<file path="config.mk">
export PLATFORM = sky130hd
export DESIGN_NAME = csr_top
export DESIGN_NICKNAME = d
export VERILOG_FILES = /design/src/common/serial_pkg.sv /design/src/common/csr_pkg.sv /design/src/common/csr_serial_if.sv /design/src/hw/csr_cmd_fifo.sv /design/src/csr/csr_sequencer.sv /design/src/csr/csr_file.sv /design/src/hw/csr_read_collector.sv /design/src/hw/csr_top.sv
export SDC_FILE = /design/constraint.sdc
export NUM_CORES = 1
export LEC_CHECK = 0
export ABC_AREA = 0
export BUFFER_PORTS_ARGS = -buffer_cell sky130_fd_sc_hd__buf_2
export CORE_ASPECT_RATIO = 1.2
export CORE_MARGIN = 2
export CORE_UTILIZATION = 45
export CTS_BUF_LIST = sky130_fd_sc_hd__clkbuf_8
export DETAILED_ROUTE_END_ITERATION = 7
export GPL_TIMING_DRIVEN = 1
export PLACE_DENSITY = 0.73
export SYNTH_ARGS = -nofsm -noshare
export SYNTH_HDL_FRONTEND = slang
export SYNTH_SLANG_ARGS = --single-unit
</file>
<file path="constraint.sdc">
create_clock -name i_clk -period 3.56 [get_ports i_clk]
set_input_delay 0.356 -clock i_clk [delete_from_list [all_inputs] [get_ports i_clk]]
set_output_delay 0.356 -clock i_clk [all_outputs]
set_load 0.005 [all_outputs]
</file>
<file path="src/common/serial_pkg.sv">
package serial_pkg;

   // ************************************************
   // serial word geometry
   // ************************************************

   // width of every wide CSR and of every serial word
   localparam int XLEN = 32;

   localparam int CNT_W = $clog2(XLEN);

   // number of the bit in flight, LSB first
   typedef logic [CNT_W-1:0] bit_cnt_t;

   // first and last bit of a word
   localparam bit_cnt_t CNT_FIRST = '0;
   localparam bit_cnt_t CNT_LAST  = bit_cnt_t'(XLEN - 1);

endpackage

</file>
<file path="src/common/csr_pkg.sv">
package csr_pkg;

   import serial_pkg::*;

   // machine-mode CSRs handled by the serial file
   typedef enum logic [11:0] {
      addr_mstatus  = 12'h300,
      addr_mie      = 12'h304,
      addr_mtvec    = 12'h305,
      addr_mscratch = 12'h340,
      addr_mepc     = 12'h341,
      addr_mcause   = 12'h342,
      addr_mtval    = 12'h343,
      addr_mip      = 12'h344
   } csr_addr_e;

   typedef enum logic [1:0] {
      op_write = 2'd0,
      op_set   = 2'd1,
      op_clr   = 2'd2,
      op_read  = 2'd3
   } csr_op_e;

   // one queued access or trap
   typedef struct packed {
      logic            is_trap;
      csr_addr_e       addr;
      csr_op_e         op;
      logic [XLEN-1:0] wdata;
      logic [XLEN-1:0] pc;
      logic [XLEN-1:0] tval;
      logic [3:0]      cause;
   } csr_cmd_t;

   // position of each CSR in the one-hot select
   localparam int N_CSR        = 8;
   localparam int SEL_MSTATUS  = 0;
   localparam int SEL_MIE      = 1;
   localparam int SEL_MTVEC    = 2;
   localparam int SEL_MSCRATCH = 3;
   localparam int SEL_MEPC     = 4;
   localparam int SEL_MCAUSE   = 5;
   localparam int SEL_MTVAL    = 6;
   localparam int SEL_MIP      = 7;

   // live bits of the narrow CSRs
   localparam int MSTATUS_MIE_BIT = 3;
   localparam int MIE_MTIE_BIT    = 7;
   localparam int MIP_MTIP_BIT    = 7;

   // machine timer interrupt
   localparam logic [3:0] IRQ_CAUSE = 4'd7;

endpackage

</file>
<file path="src/common/csr_serial_if.sv">
`timescale 1ns/1ps

interface csr_serial_if import csr_pkg::*, serial_pkg::*; ();

   bit_cnt_t         cnt;
   logic             busy;
   logic [N_CSR-1:0] sel;
   csr_op_e          op;
   logic             d;
   logic             trap;
   logic             trap_pc;
   logic             trap_tval;
   logic [3:0]       trap_cause;
   logic             q;
   // high during cnt 31 only
   logic             last;

   modport sequencer (
      output cnt, busy, sel, op, d,
      output trap, trap_pc, trap_tval, trap_cause,
      output last
   );

   modport file (
      input  cnt, sel, op, d,
      input  trap, trap_pc, trap_tval, trap_cause,
      output q
   );

   // trap needed to suppress the result of a trap command
   modport collector (
      input q, busy, last, trap
   );

endinterface

</file>
<file path="src/hw/csr_cmd_fifo.sv">
`timescale 1ns/1ps

module csr_cmd_fifo import csr_pkg::*; #(
   parameter int FIFO_DEPTH = 4
) (
   input  logic     i_clk,
   input  logic     i_arst_n,
   input  logic     i_push,
   input  csr_cmd_t i_cmd,
   input  logic     i_pop,
   output csr_cmd_t o_head,
   output logic     o_empty,
   output logic     o_full
);

   localparam int PTR_W = (FIFO_DEPTH > 1) ? $clog2(FIFO_DEPTH) : 1;
   localparam int OCC_W = PTR_W + 1;

   csr_cmd_t         mem [FIFO_DEPTH];
   logic [PTR_W-1:0] wr_ptr;
   logic [PTR_W-1:0] rd_ptr;
   logic [OCC_W-1:0] count;
   logic [OCC_W-1:0] count_next;
   logic             do_push;
   logic             do_pop;

   // wraps at any depth, not only powers of two
   function automatic logic [PTR_W-1:0] ptr_inc(input logic [PTR_W-1:0] ptr);
      return (ptr == PTR_W'(FIFO_DEPTH - 1)) ? '0 : ptr + 1'b1;
   endfunction

   assign do_push    = i_push && !o_full;
   assign do_pop     = i_pop && !o_empty;
   assign count_next = count + OCC_W'(do_push) - OCC_W'(do_pop);

   assign o_head = mem[rd_ptr];

   always_ff @(posedge i_clk) begin
      if (do_push)
         mem[wr_ptr] <= i_cmd;
   end

   // pointers, occupancy and the registered flags
   always_ff @(posedge i_clk or negedge i_arst_n) begin
      if (!i_arst_n) begin
         wr_ptr  <= '0;
         rd_ptr  <= '0;
         count   <= '0;
         o_empty <= 1'b1;
         o_full  <= 1'b0;
      end else begin
         if (do_push)
            wr_ptr <= ptr_inc(wr_ptr);
         if (do_pop)
            rd_ptr <= ptr_inc(rd_ptr);
         count   <= count_next;
         o_empty <= (count_next == '0);
         o_full  <= (count_next == OCC_W'(FIFO_DEPTH));
      end
   end

   // ************************************************
   // protocol checks
   // ************************************************

   // sender has to respect o_cmd_full at the top
   a_no_push_full: assert property (@(posedge i_clk) disable iff (!i_arst_n)
      i_push |-> !o_full);

   a_no_pop_empty: assert property (@(posedge i_clk) disable iff (!i_arst_n)
      i_pop |-> !o_empty);

endmodule

</file>
<file path="src/csr/csr_sequencer.sv">
`timescale 1ns/1ps

module csr_sequencer import csr_pkg::*, serial_pkg::*; (
   input  logic           i_clk,
   input  logic           i_arst_n,
   input  csr_cmd_t       i_head,
   input  logic           i_empty,
   output logic           o_pop,
   csr_serial_if.sequencer bus
);

   logic             busy_r;
   bit_cnt_t         cnt_r;
   logic [N_CSR-1:0] sel_r;
   logic             trap_r;
   csr_op_e          op_r;
   logic [3:0]       cause_r;
   logic [XLEN-1:0]  wdata_sr;
   logic [XLEN-1:0]  pc_sr;
   logic [XLEN-1:0]  tval_sr;

   // unknown address selects nothing
   function automatic logic [N_CSR-1:0] decode_sel(input csr_addr_e addr);
      logic [N_CSR-1:0] sel;
      sel = '0;
      case (addr)
         addr_mstatus:  sel[SEL_MSTATUS]  = 1'b1;
         addr_mie:      sel[SEL_MIE]      = 1'b1;
         addr_mtvec:    sel[SEL_MTVEC]    = 1'b1;
         addr_mscratch: sel[SEL_MSCRATCH] = 1'b1;
         addr_mepc:     sel[SEL_MEPC]     = 1'b1;
         addr_mcause:   sel[SEL_MCAUSE]   = 1'b1;
         addr_mtval:    sel[SEL_MTVAL]    = 1'b1;
         addr_mip:      sel[SEL_MIP]      = 1'b1;
         default: ;
      endcase
      return sel;
   endfunction

   // one idle cycle always sits between two commands
   assign o_pop = !busy_r && !i_empty;

   always_ff @(posedge i_clk or negedge i_arst_n) begin
      if (!i_arst_n) begin
         busy_r <= 1'b0;
         cnt_r  <= CNT_FIRST;
         sel_r  <= '0;
         trap_r <= 1'b0;
      end else if (o_pop) begin
         busy_r <= 1'b1;
         cnt_r  <= CNT_FIRST;
         sel_r  <= i_head.is_trap ? '0 : decode_sel(i_head.addr);
         trap_r <= i_head.is_trap;
      end else if (busy_r) begin
         cnt_r <= cnt_r + 1'b1;
         if (cnt_r == CNT_LAST) begin
            busy_r <= 1'b0;
            sel_r  <= '0;
            trap_r <= 1'b0;
         end
      end
   end

   // payload shifted out LSB first
   always_ff @(posedge i_clk) begin
      if (o_pop) begin
         op_r     <= i_head.op;
         cause_r  <= i_head.cause;
         wdata_sr <= i_head.wdata;
         pc_sr    <= i_head.pc;
         tval_sr  <= i_head.tval;
      end else if (busy_r) begin
         wdata_sr <= wdata_sr >> 1;
         pc_sr    <= pc_sr >> 1;
         tval_sr  <= tval_sr >> 1;
      end
   end

   assign bus.cnt        = cnt_r;
   assign bus.busy       = busy_r;
   assign bus.sel        = sel_r;
   assign bus.op         = op_r;
   assign bus.d          = wdata_sr[0];
   assign bus.trap       = trap_r;
   assign bus.trap_pc    = pc_sr[0];
   assign bus.trap_tval  = tval_sr[0];
   assign bus.trap_cause = cause_r;
   assign bus.last       = busy_r && (cnt_r == CNT_LAST);

   a_sel_onehot: assert property (@(posedge i_clk) disable iff (!i_arst_n)
      $onehot0(bus.sel));

endmodule

</file>
<file path="src/csr/csr_file.sv">
`timescale 1ns/1ps

module csr_file import csr_pkg::*, serial_pkg::*; (
   input  logic       i_clk,
   input  logic       i_arst_n,
   input  logic       i_mtip,
   output logic       o_timer_irq_en,
   csr_serial_if.file bus
);

   logic             mstatus_mie;
   logic             mie_mtie;
   logic [XLEN-1:0]  mtvec;
   logic [XLEN-1:0]  mscratch;
   logic [XLEN-1:0]  mepc;
   logic [XLEN-1:0]  mcause;
   logic [XLEN-1:0]  mtval;
   logic [N_CSR-1:0] rd_bits;
   logic             csr_old;
   logic             csr_new;
   logic             first_bit;
   logic             irq_now;
   logic             irq_hold;
   logic             irq_trap;
   logic [XLEN-1:0]  cause_word;
   logic             cause_bit;

   assign o_timer_irq_en = mstatus_mie & mie_mtie;
   assign irq_now        = i_mtip & o_timer_irq_en;
   assign first_bit      = (bus.cnt == CNT_FIRST);

   // ************************************************
   // read path
   // ************************************************

   // wide CSRs rotate, so bit n sits at [0] during cnt n
   always_comb begin
      rd_bits[SEL_MSTATUS]  = mstatus_mie & (bus.cnt == bit_cnt_t'(MSTATUS_MIE_BIT));
      rd_bits[SEL_MIE]      = mie_mtie & (bus.cnt == bit_cnt_t'(MIE_MTIE_BIT));
      rd_bits[SEL_MIP]      = irq_now & (bus.cnt == bit_cnt_t'(MIP_MTIP_BIT));
      rd_bits[SEL_MTVEC]    = mtvec[0];
      rd_bits[SEL_MSCRATCH] = mscratch[0];
      rd_bits[SEL_MEPC]     = mepc[0];
      rd_bits[SEL_MCAUSE]   = mcause[0];
      rd_bits[SEL_MTVAL]    = mtval[0];
   end

   assign csr_old = |(bus.sel & rd_bits);
   assign bus.q   = csr_old;

   always_comb begin
      case (bus.op)
         op_write: csr_new = bus.d;
         op_set:   csr_new = csr_old | bus.d;
         op_clr:   csr_new = csr_old & ~bus.d;
         default:  csr_new = csr_old;
      endcase
   end

   // interrupt decision taken at the first trap bit
   assign irq_trap   = first_bit ? irq_now : irq_hold;
   assign cause_word = irq_trap ? {1'b1, {(XLEN - 5){1'b0}}, IRQ_CAUSE}
                                : {{(XLEN - 4){1'b0}}, bus.trap_cause};
   assign cause_bit  = cause_word[bus.cnt];

   // ************************************************
   // register update
   // ************************************************

   always_ff @(posedge i_clk or negedge i_arst_n) begin
      if (!i_arst_n) begin
         mstatus_mie <= 1'b0;
         mie_mtie    <= 1'b0;
         irq_hold    <= 1'b0;
         mtvec       <= '0;
         mscratch    <= '0;
         mepc        <= '0;
         mcause      <= '0;
         mtval       <= '0;
      end else begin
         // narrow CSRs take only their live bit
         if (bus.sel[SEL_MSTATUS] && bus.cnt == bit_cnt_t'(MSTATUS_MIE_BIT))
            mstatus_mie <= csr_new;
         if (bus.sel[SEL_MIE] && bus.cnt == bit_cnt_t'(MIE_MTIE_BIT))
            mie_mtie <= csr_new;

         if (bus.trap && first_bit)
            irq_hold <= irq_now;

         if (bus.sel[SEL_MTVEC])
            mtvec <= {csr_new, mtvec[XLEN-1:1]};
         if (bus.sel[SEL_MSCRATCH])
            mscratch <= {csr_new, mscratch[XLEN-1:1]};

         // trap fields shift in over the same 32 cycles
         if (bus.sel[SEL_MEPC] || bus.trap)
            mepc <= {bus.trap ? bus.trap_pc : csr_new, mepc[XLEN-1:1]};
         if (bus.sel[SEL_MCAUSE] || bus.trap)
            mcause <= {bus.trap ? cause_bit : csr_new, mcause[XLEN-1:1]};
         if (bus.sel[SEL_MTVAL] || bus.trap)
            mtval <= {bus.trap ? bus.trap_tval : csr_new, mtval[XLEN-1:1]};
      end
   end

   // sequencer never enables a CSR while a trap is recorded
   a_trap_no_sel: assert property (@(posedge i_clk) disable iff (!i_arst_n)
      bus.trap |-> (bus.sel == '0));

endmodule

</file>
<file path="src/hw/csr_read_collector.sv">
`timescale 1ns/1ps

module csr_read_collector import serial_pkg::*; (
   input  logic            i_clk,
   input  logic            i_arst_n,
   csr_serial_if.collector bus,
   output logic [XLEN-1:0] o_rdata,
   output logic            o_rvalid
);

   // ************************************************
   // serial to parallel
   // ************************************************

   // q enters at the top so bit 0 ends up at [0] after 32 shifts
   always_ff @(posedge i_clk) begin
      if (bus.busy)
         o_rdata <= {bus.q, o_rdata[XLEN-1:1]};
   end

   // no result pulse for a trap
   always_ff @(posedge i_clk or negedge i_arst_n) begin
      if (!i_arst_n)
         o_rvalid <= 1'b0;
      else
         o_rvalid <= bus.last && !bus.trap;
   end

   // commands are at least 33 cycles apart
   a_rvalid_pulse: assert property (@(posedge i_clk) disable iff (!i_arst_n)
      o_rvalid |=> !o_rvalid);

endmodule

</file>
<file path="src/hw/csr_top.sv">
`timescale 1ns/1ps

module csr_top import csr_pkg::*, serial_pkg::*; #(
   parameter int FIFO_DEPTH = 4
) (
   input  logic            i_clk,
   input  logic            i_arst_n,
   input  logic            i_cmd_valid,
   input  csr_cmd_t        i_cmd,
   output logic            o_cmd_full,
   input  logic            i_mtip,
   output logic            o_timer_irq_en,
   output logic [XLEN-1:0] o_rdata,
   output logic            o_rvalid
);

   csr_cmd_t head;
   logic     fifo_empty;
   logic     pop;

   // bit stream shared by the three serial blocks
   csr_serial_if bus ();

   csr_cmd_fifo #(
      .FIFO_DEPTH (FIFO_DEPTH)
   ) u_cmd_fifo (
      .i_clk    (i_clk),
      .i_arst_n (i_arst_n),
      .i_push   (i_cmd_valid),
      .i_cmd    (i_cmd),
      .i_pop    (pop),
      .o_head   (head),
      .o_empty  (fifo_empty),
      .o_full   (o_cmd_full)
   );

   csr_sequencer u_sequencer (
      .i_clk    (i_clk),
      .i_arst_n (i_arst_n),
      .i_head   (head),
      .i_empty  (fifo_empty),
      .o_pop    (pop),
      .bus      (bus.sequencer)
   );

   csr_file u_csr_file (
      .i_clk          (i_clk),
      .i_arst_n       (i_arst_n),
      .i_mtip         (i_mtip),
      .o_timer_irq_en (o_timer_irq_en),
      .bus            (bus.file)
   );

   csr_read_collector u_collector (
      .i_clk    (i_clk),
      .i_arst_n (i_arst_n),
      .bus      (bus.collector),
      .o_rdata  (o_rdata),
      .o_rvalid (o_rvalid)
   );

endmodule

</file>
==> results of run 1 <==
## final cells by class
class / count / area share
flip-flops and latches: 782 / 0.6546
multi-input cells: 502 / 0.1813
repair buffers: 299 / 0.06737
clock buffers: 120 / 0.04794
well taps: 832 / 0.03022
clock inverters: 92 / 0.01729
inverters: 9 / 0.001090
diodes: 3 / 0.0002179
## metal layers
layer	up-vias	part of all wire	GRT usage
met5	-	0.00077	0
met4	6	0.015	0.04916
met3	86	0.052	0.03952
met2	332	0.52	0.2791
met1	7044	0.41	0.1896
li1	6138	-	-
## worst max-delay path by stage
stage | startpoint | end | slack [ns] | cells past startpoint
floorplan | u_sequencer.bus.busy | u_cmd_fifo.o_full | 0.30 | 12
global placement | u_cmd_fifo.o_empty | u_sequencer.wdata_sr[29] | 0.98 | 3
detailed placement | u_cmd_fifo.o_empty | u_sequencer.wdata_sr[16] | 0.98 | 3
CTS | u_cmd_fifo.o_empty | u_sequencer.pc_sr[27] | 0.98 | 3
global route | u_cmd_fifo.o_empty | u_sequencer.tval_sr[14] | 0.88 | 3
finish | u_cmd_fifo.o_empty | u_sequencer.wdata_sr[29] | 0.99 | 3
## stage by stage
| stage | hold slack [ns] | cells |
|---|---|---|
| after detailed placement | 0.4326 | 2308 |
| after global placement | 0.4321 | 2308 |
| final | 0.2059 | 2639 |
| after global routing | 0.2210 | 2639 |
| after floorplan | 0.06041 | 1351 |
| after CTS | 0.1468 | 2636 |
## cells in the final DEF, fill, tap and decap left out, types with 6 or more instances in the layout
cell / synthesis / layout
sky130_fd_sc_hd__nor2_1: 16 / 12
sky130_fd_sc_hd__nor2b_1: 6 / 6
sky130_fd_sc_hd__inv_1: 9 / 40
sky130_fd_sc_hd__ha_1: 10 / 10
sky130_fd_sc_hd__o21ai_0: 8 / 8
sky130_fd_sc_hd__clkinv_1: 0 / 27
sky130_fd_sc_hd__buf_4: 2 / 17
sky130_fd_sc_hd__buf_2: 13 / 152
sky130_fd_sc_hd__nand2_1: 25 / 25
sky130_fd_sc_hd__mux4_2: 108 / 108
sky130_fd_sc_hd__and2_1: 10 / 6
sky130_fd_sc_hd__mux2_2: 253 / 253
sky130_fd_sc_hd__clkinv_2: 0 / 19
sky130_fd_sc_hd__edfxtp_1: 594 / 594
sky130_fd_sc_hd__dlygate4sd3_1: 0 / 116
sky130_fd_sc_hd__dfrtp_1: 187 / 184
sky130_fd_sc_hd__bufinv_16: 0 / 6
sky130_fd_sc_hd__o21ai_1: 6 / 6
sky130_fd_sc_hd__clkbuf_8: 0 / 120
sky130_fd_sc_hd__buf_12: 0 / 13
sky130_fd_sc_hd__a21oi_1: 11 / 11
## state kept, by name, indices dropped and copies added, names as in the netlist, 2 cells and up
register and count:
u_collector.o_rdata 32, u_csr_file.mtvec 32, u_cmd_fifo.rd_ptr 2, u_sequencer.wdata_sr 32
u_csr_file.mepc 32, u_sequencer.tval_sr 32, u_sequencer.bus.trap_cause 4, u_sequencer.bus.op 2
u_cmd_fifo.wr_ptr 2, u_csr_file.mtval 32, u_sequencer.pc_sr 32, u_sequencer.bus.sel 8
u_csr_file.mscratch 32, u_csr_file.mcause 32, u_cmd_fifo.count 3, u_cmd_fifo.mem 460
u_sequencer.bus.cnt 5
## critical path: stages (launching register included)
cell and delay [ns]:
sky130_fd_sc_hd__dfstp_2 0.61, sky130_fd_sc_hd__nor2b_1 0.48, sky130_fd_sc_hd__clkinvlp_4 0.64, sky130_fd_sc_hd__buf_12 0.40
## cell families (layout without fill, tap and decap cells)
group / count (synthesis) / count (layout) / share of synthesized area
AOI/OAI and AO/OA: 42 / 42 / 0.01034
xor gates and xnor gates: 2 / 2 / 0.0006030
adders and majority gates: 11 / 11 / 0.004996
buffers and inverters: 67 / 520 / 0.009991
DFF: 782 / 782 / 0.7759
muxes: 365 / 365 / 0.1832
other: 0 / 3 / 0
and+or+nand+nor: 82 / 82 / 0.01503
## timing repair
action	4_1_cts	5_1_grt
hold endpoints to repair	549	0
hold buffers	116	0
buffers inserted	0	0
## where the power goes
part / total, uW / internal, uW / leakage, uW / switching, uW
clock: 6960 / 3600 / 0.00128 / 3360
sequential: 13000 / 12100 / 0.00830 / 907
combinational: 4950 / 2700 / 0.00366 / 2250
==> results by group, run 1 <==
Outcome
  – Result of the run: complete, no violations

Layout
  – Core occupancy in the finished layout: 0.5367
  – Share of post-route cells with drive strength above 1: 0.3969
  – Register area: 22550 um^2
  – Fill count: 4815
  – Final cell area excluding filler cells: 34450 um^2
  – Synthesis-to-finish area growth: 18.58%
  – Final net count: 1838
  – Area occupied by multi-input gates: 6246 um^2

Place
  – Post-detail-place hpwl: 30030 um
  – Setup slack after placement: 0.9765 ns
  – Weighted congestion at the end of routability-driven global placement: 0.7650
  – Area after DPL: 31040 um^2
  – Number of I/O port buffers: 153

Critical path
  – Worst Reg-to-Reg Cells: 3
  – Critical Path Fanout Max: 76
  – Endpoint of the most critical register-to-register path: u_sequencer.wdata_sr[29]
  – Category of the most critical setup path: reg2reg
  – Reg-to-reg startpoint: u_cmd_fifo.o_empty
  – Startpoint class of the critical path: register
  – Reg2Reg Setup Slack: 0.99 ns
  – Arrival time worst endpoint: 2.96 ns
  – WP data required: 3.95 ns
  – Type of element capturing the critical path: register

Synthesis
  – Mapped Area: 29050 um^2
  – Flops & latches, synth: 782
  – Commonest cells in the netlist: sky130_fd_sc_hd__edfxtp_1 (594), sky130_fd_sc_hd__mux2_2 (253), sky130_fd_sc_hd__dfrtp_1 (187), sky130_fd_sc_hd__mux4_2 (108), sky130_fd_sc_hd__clkbuf_1 (33)
  – Async S/R FF share, synth: 0.2404
  – Area share of the largest cell type after synthesis: 0.6139
  – Count of distinct cell types in the synthesized netlist: 51
  – Post-synthesis cell count: 1351
  – Synth warnings: 0
  – Number of synthesized flops with an enable pin: 594
  – Post-synthesis sequential area ratio: 0.7759
  – Post-synth top flop: sky130_fd_sc_hd__edfxtp_1
  – Most area-consuming cells after synthesis: sky130_fd_sc_hd__edfxtp_1 (61%), sky130_fd_sc_hd__dfrtp_1 (16%), sky130_fd_sc_hd__mux2_2 (9.8%)
  – Cell accounting for the most synthesized area: sky130_fd_sc_hd__edfxtp_1
  – Dominant cell by count in the synthesized netlist: sky130_fd_sc_hd__edfxtp_1
  – Syn Nets: 1481
  – Mean area per synthesized cell: 21.51 um^2

Clocking
  – Clock tree from TritonCTS: yes
  – CTS sink cnt: 782
  – Num CTS Buffers: 114
  – Depth of the CTS H-tree: 3
  – Number of cells upsized or downsized after cts: 0
  – Clk buf depth: 3
  – Clock latency on the worst-skew pair: 0.72 ns
  – Worst-path clk slew: 0.06 ns
  – Clock Tree Root: sky130_fd_sc_hd__clkbuf_8

Routing
  – Mean routed wirelength per cell: 19.56 um
  – Total number of vias: 13606
  – Total wirelength of the detailed-routed design: 51620 um
  – DRT Pass-1 Iters: 7
  – Post-route ant nets: 0
  – DRC violations left: 0
  – DR vias/cell: 5.156
  – Number of DRC markers in iteration 0: 786

STA
  – Final Critical Period: 2.569 ns
  – Slew Limit Headroom: 0.3849
  – Setup repair after global routing missed its margin: no
  – Worst Skew: 0.05671 ns
  – Worst-margin pin slew: 0.9226 ns
  – Number of slew-limit violations in the final report: 0
  – Sum of negative setup slack: 0 ns
  – Final Hold Violating Endpoints: 0
  – Final setup margin: 0.9906 ns
  – Final Setup Violations: 0
  – Tcrit/Tclk final: 0.7217
  – Upper clock frequency limit: 389.2 MHz

GRT
  – Overall global routing resource usage: 0.1573
  – Overflow left after global routing: 0
  – Largest net degree at the start of global routing: 93
  – Global-route wire length before repair: 81500 um
  – Number of antenna violations at the first check in global routing: 6
  – Via count of the first global-routing pass: 15034

Power
  – Areal power density over the cells: 721.8 nW/um^2
  – Leakage power total: 0.01324 uW
  – Peak VDD IR: 444.7 uV
  – Total power: 24870 uW

Floorplan
  – Core region area: 64190 um^2
  – Site Rows: 102
  – Initial Util: 0.4526
  – Die Outline Area: 66620 um^2
  – Floorplan die height: 282.3 um
  – Width of the die: 236.0 um
  – I/O pins: 154

Min path
  – Worst hold path stage count: 4
  – End point of the most critical hold path: u_cmd_fifo.wr_ptr[0]
  – Hold Path Class: in2reg
  – Worst min-delay path startpoint: i_cmd_valid

Run
  – Max capacitance violation total: 0
Note: power is estimated with default switching activity, not from simulation.
==> inputs of run 2 (changes only) <==
Settings changed: ABC_AREA 0 to 1.
Clock period 3.56 ns to 2.2 ns, I/O delays scaled along.
==> results by group, run 2 <==
Power
  – Clock share of power: 0.258 (-0.022)
  – Combinational Power Share: 0.262 (+0.063)
  – Peak VDD IR: 780.7 uV (+76%)
  – Leakage power total: 0.01390 uW (+5.0%)
  – Total power: 45710 uW (+84%)
  – Cell-internal power: 30790 uW (+68%)
  – Net switching fraction of the power: 0.3263 (+0.06440)
  – Seq pwr share: 0.481 (-0.040)
  – P_sw: 14910 uW (+130%)
  – Areal power density over the cells: 1296 nW/um^2 (+80%)

STA
  – Final Critical Period: 2.105 ns (-0.4647 ns)
  – Final Hold Violating Endpoints: 0 (unchanged)
  – Final Setup Violations: 0 (unchanged)
  – Upper clock frequency limit: 475.1 MHz (+22%)
  – Worst-margin pin slew: 0.5859 ns (-0.3367 ns)
  – Tcrit/Tclk final: 0.9567 (+0.2350)
  – Worst Skew: 0.06021 ns (+0.003495 ns)
  – Fin Hold WS: 0.2496 ns (+0.04370 ns)
  – Slew Limit Headroom: 0.6094 (+0.2244)
  – Setup repair after global routing missed its margin: no
  – Number of slew-limit violations in the final report: 0 (unchanged)

Synthesis
  – Commonest cells in the netlist: sky130_fd_sc_hd__edfxtp_1 (594), sky130_fd_sc_hd__nor2_1 (572), sky130_fd_sc_hd__nand2_1 (324), sky130_fd_sc_hd__o21ai_0 (258), sky130_fd_sc_hd__dfrtp_1 (187)
  – Mean area per synthesized cell: 12.37 um^2 (-42%)
  – Most area-consuming cells after synthesis: sky130_fd_sc_hd__edfxtp_1 (60%), sky130_fd_sc_hd__dfrtp_1 (16%), sky130_fd_sc_hd__nor2_1 (7.2%)
  – Post-synthesis sequential area ratio: 0.7601 (-0.01581)
  – Flops & latches, synth: 782 (unchanged)
  – Async S/R FF share, synth: 0.2404 (unchanged)
  – Synth warnings: 0 (unchanged)
  – Cell accounting for the most synthesized area: sky130_fd_sc_hd__edfxtp_1
  – Syn Nets: 2528 (+71%)
  – Dominant cell by count in the synthesized netlist: sky130_fd_sc_hd__edfxtp_1
  – Post-synthesis cell count: 2398 (+77%)
  – Mapped Area: 29660 um^2 (+2.1%)
  – Number of synthesized flops with an enable pin: 594 (unchanged)
  – Count of distinct cell types in the synthesized netlist: 39 (-24%)
  – Post-synth top flop: sky130_fd_sc_hd__edfxtp_1
  – Area share of the largest cell type after synthesis: 0.6014 (-0.01251)

Clocking
  – Num CTS Buffers: 117 (+2.6%)
  – CTS sink cnt: 782 (unchanged)
  – Clock tree from TritonCTS: yes
  – Clock latency on the worst-skew pair: 0.73 ns (about the same)
  – Clock Tree Root: sky130_fd_sc_hd__clkbuf_8
  – Depth of the CTS H-tree: 3 (unchanged)
  – Worst-path clk slew: 0.06 ns (about the same)
  – Clk buf depth: 3 (unchanged)

Outcome
  – Result of the run: complete, no violations

Critical path
  – Type of element capturing the critical path: register
  – Critical Path Fanout Max: 3 (-96%)
  – Category of the most critical setup path: reg2reg
  – Reg-to-reg startpoint: u_cmd_fifo.o_empty
  – Endpoint of the most critical register-to-register path: u_cmd_fifo.o_full
  – Worst Reg-to-Reg Cells: 9 (+6)
  – Reg2Reg Setup Slack: 0.1 ns (-0.90 ns)
  – Startpoint class of the critical path: register
  – Startpoint of the most critical setup path: u_cmd_fifo.o_empty
  – WP data required: 2.82 ns (-1.13 ns)
  – Capturing element of the worst setup path: u_cmd_fifo.o_full
  – Arrival time worst endpoint: 2.72 ns (-0.24 ns)

Floorplan
  – Floorplan die height: 285.2 um (+1.0%)
  – Die Outline Area: 67980 um^2 (+2.0%)
  – Core region area: 65470 um^2 (+2.0%)
  – Site Rows: 103 (+0.98%)
  – Width of the die: 238.4 um (+1.0%)
  – Initial Util: 0.4530 (about the same)
  – I/O pins: 154 (unchanged)

Min path
  – Hold Path Class: in2reg
  – Worst hold path stage count: 2 (-2)

Layout
  – Leading cell type in the layout, fill and taps excluded: sky130_fd_sc_hd__edfxtp_1
  – Commonest non-fill, non-tap cells in the layout: sky130_fd_sc_hd__edfxtp_1 (594), sky130_fd_sc_hd__nor2_1 (564), sky130_fd_sc_hd__nand2_1 (323), sky130_fd_sc_hd__o21ai_0 (258), sky130_fd_sc_hd__dfrtp_1 (184)
  – Share of post-route cells with drive strength above 1: 0.1471 (-0.2498)
  – Synthesis-to-finish area growth: 18.90%
  – Final cell area excluding filler cells: 35260 um^2 (+2.4%)
  – Most flop-heavy register: u_cmd_fifo.mem
  – Final net count: 2842 (+55%)
  – Largest register FFs: 460 (unchanged)
  – Fill count: 5354 (+11%)
  – Core occupancy in the finished layout: 0.5386 (+0.001962)
  – Number of standard cells in the layout, taps in and fillers out: 3654 (+38%)

GRT
  – Global-route wire length before repair: 100900 um (+24%)
  – Largest net degree at the start of global routing: 129 (+39%)
  – Number of antenna violations at the first check in global routing: 9 (+3)
  – Overall global routing resource usage: 0.1871 (+0.02982)
  – Via count of the first global-routing pass: 19570 (+30%)
  – Overflow left after global routing: 0 (unchanged)

Routing
  – Number of DRC markers in iteration 0: 1433 (+82%)
  – DRT Pass-1 Iters: 6 (-1)
  – Total number of vias: 18878 (+39%)
  – Mean routed wirelength per cell: 17.39 um (-11%)
  – DR vias/cell: 5.166 (+0.21%)
  – DRC violations left: 0 (unchanged)
  – Post-route ant nets: 0 (unchanged)
  – Total wirelength of the detailed-routed design: 63540 um (+23%)

Place
  – Weighted congestion at the end of routability-driven global placement: 0.7884 (+3.1%)
  – Post-detail-place hpwl: 36100 um (+20%)
  – Total placed cells including tap cells: 3311 (+43%)
  – Area after DPL: 31640 um^2 (+2.0%)
  – Number of I/O port buffers: 153 (unchanged)

Run
  – Max capacitance violation total: 0 (unchanged)
## run 2: routing by layer
layer	wire length, um	global-route usage
met1	25430	0.2266
met2	32810	0.3279
met3	3401	0.03679
met4	1845	0.07625
met5	48	0
## run 2: how the worst min path moves through the flow
stage | start | slack, ns | to
2_1_floorplan | i_arst_n | -0.08 | u_cmd_fifo.count[0]
3_3_place_gp | i_arst_n | 0.17 | u_csr_file.mcause[8]
3_5_place_dp | i_arst_n | 0.19 | u_csr_file.mcause[8]
4_1_cts | i_cmd[78] | 0.17 | u_cmd_fifo.mem[1][78]
5_1_grt | i_cmd[81] | 0.21 | u_cmd_fifo.mem[3][81]
6_report | i_cmd[78] | 0.25 | u_cmd_fifo.mem[1][78]
## run 2: timing repair
action	CTS	global route
buffers inserted	0	1
gates cloned	0	1
resized for setup	1	2
setup endpoints to repair	3	23
pin swaps	0	2
hold buffers	120	0
hold endpoints to repair	650	0
## run 2: metrics by stage
stage	worst slack, ns	setup TNS, ns
after detailed placement	-0.03505	-0.1205
final	0.09527	0
after global routing	0.0009956	0
after floorplan	-0.5708	-259.56
after CTS	0.006041	0
after global placement	0.02443	0
## run 2: worst max-delay path: stages, from the launching register on
cell and delay [ns]:
sky130_fd_sc_hd__dfstp_2 0.58, sky130_fd_sc_hd__nor2_4 0.07, sky130_fd_sc_hd__ha_4 0.23, sky130_fd_sc_hd__inv_1 0.05, sky130_fd_sc_hd__ha_1 0.12, sky130_fd_sc_hd__inv_1 0.05
sky130_fd_sc_hd__fa_2 0.36, sky130_fd_sc_hd__xnor2_2 0.21, sky130_fd_sc_hd__xnor2_2 0.15, sky130_fd_sc_hd__nor3b_2 0.19
## run 2: layout make-up
cell class / instances / area (um^2) / area share
tap: 840 / 1051 / 0.02980
timing repair buffer: 323 / 2630 / 0.07458
inverter: 91 / 351.6 / 0.009970
antenna: 6 / 15.01 / 0.0004258
sequential: 782 / 22550 / 0.6396
clock inverter: 88 / 615.6 / 0.01746
clock buffer: 127 / 1748 / 0.04957
multi-input combinational: 1397 / 6299 / 0.1786
## run 2: kinds of logic after synthesis
| kind of cell | synth area share |
|---|---|
| multiplexers | 0.001139 |
| flip-flops | 0.7601 |
| XOR/XNOR | 0.0005907 |
| AO/OA/AOI/OAI | 0.07695 |
| AND/OR/NAND/NOR | 0.1253 |
| buffers and inverters | 0.03101 |
| adder cells (fa/ha/maj) | 0.004894 |
## run 2: power groups by stage
stage	combinational, uW	sequential [uW]	clock, uW
after CTS	12000	22000	12100
after floorplan	8180	21800	0
after global placement	11200	22100	0
final	12000	22000	11800
after global routing	13500	22300	12800
after detailed placement	11700	22200	0
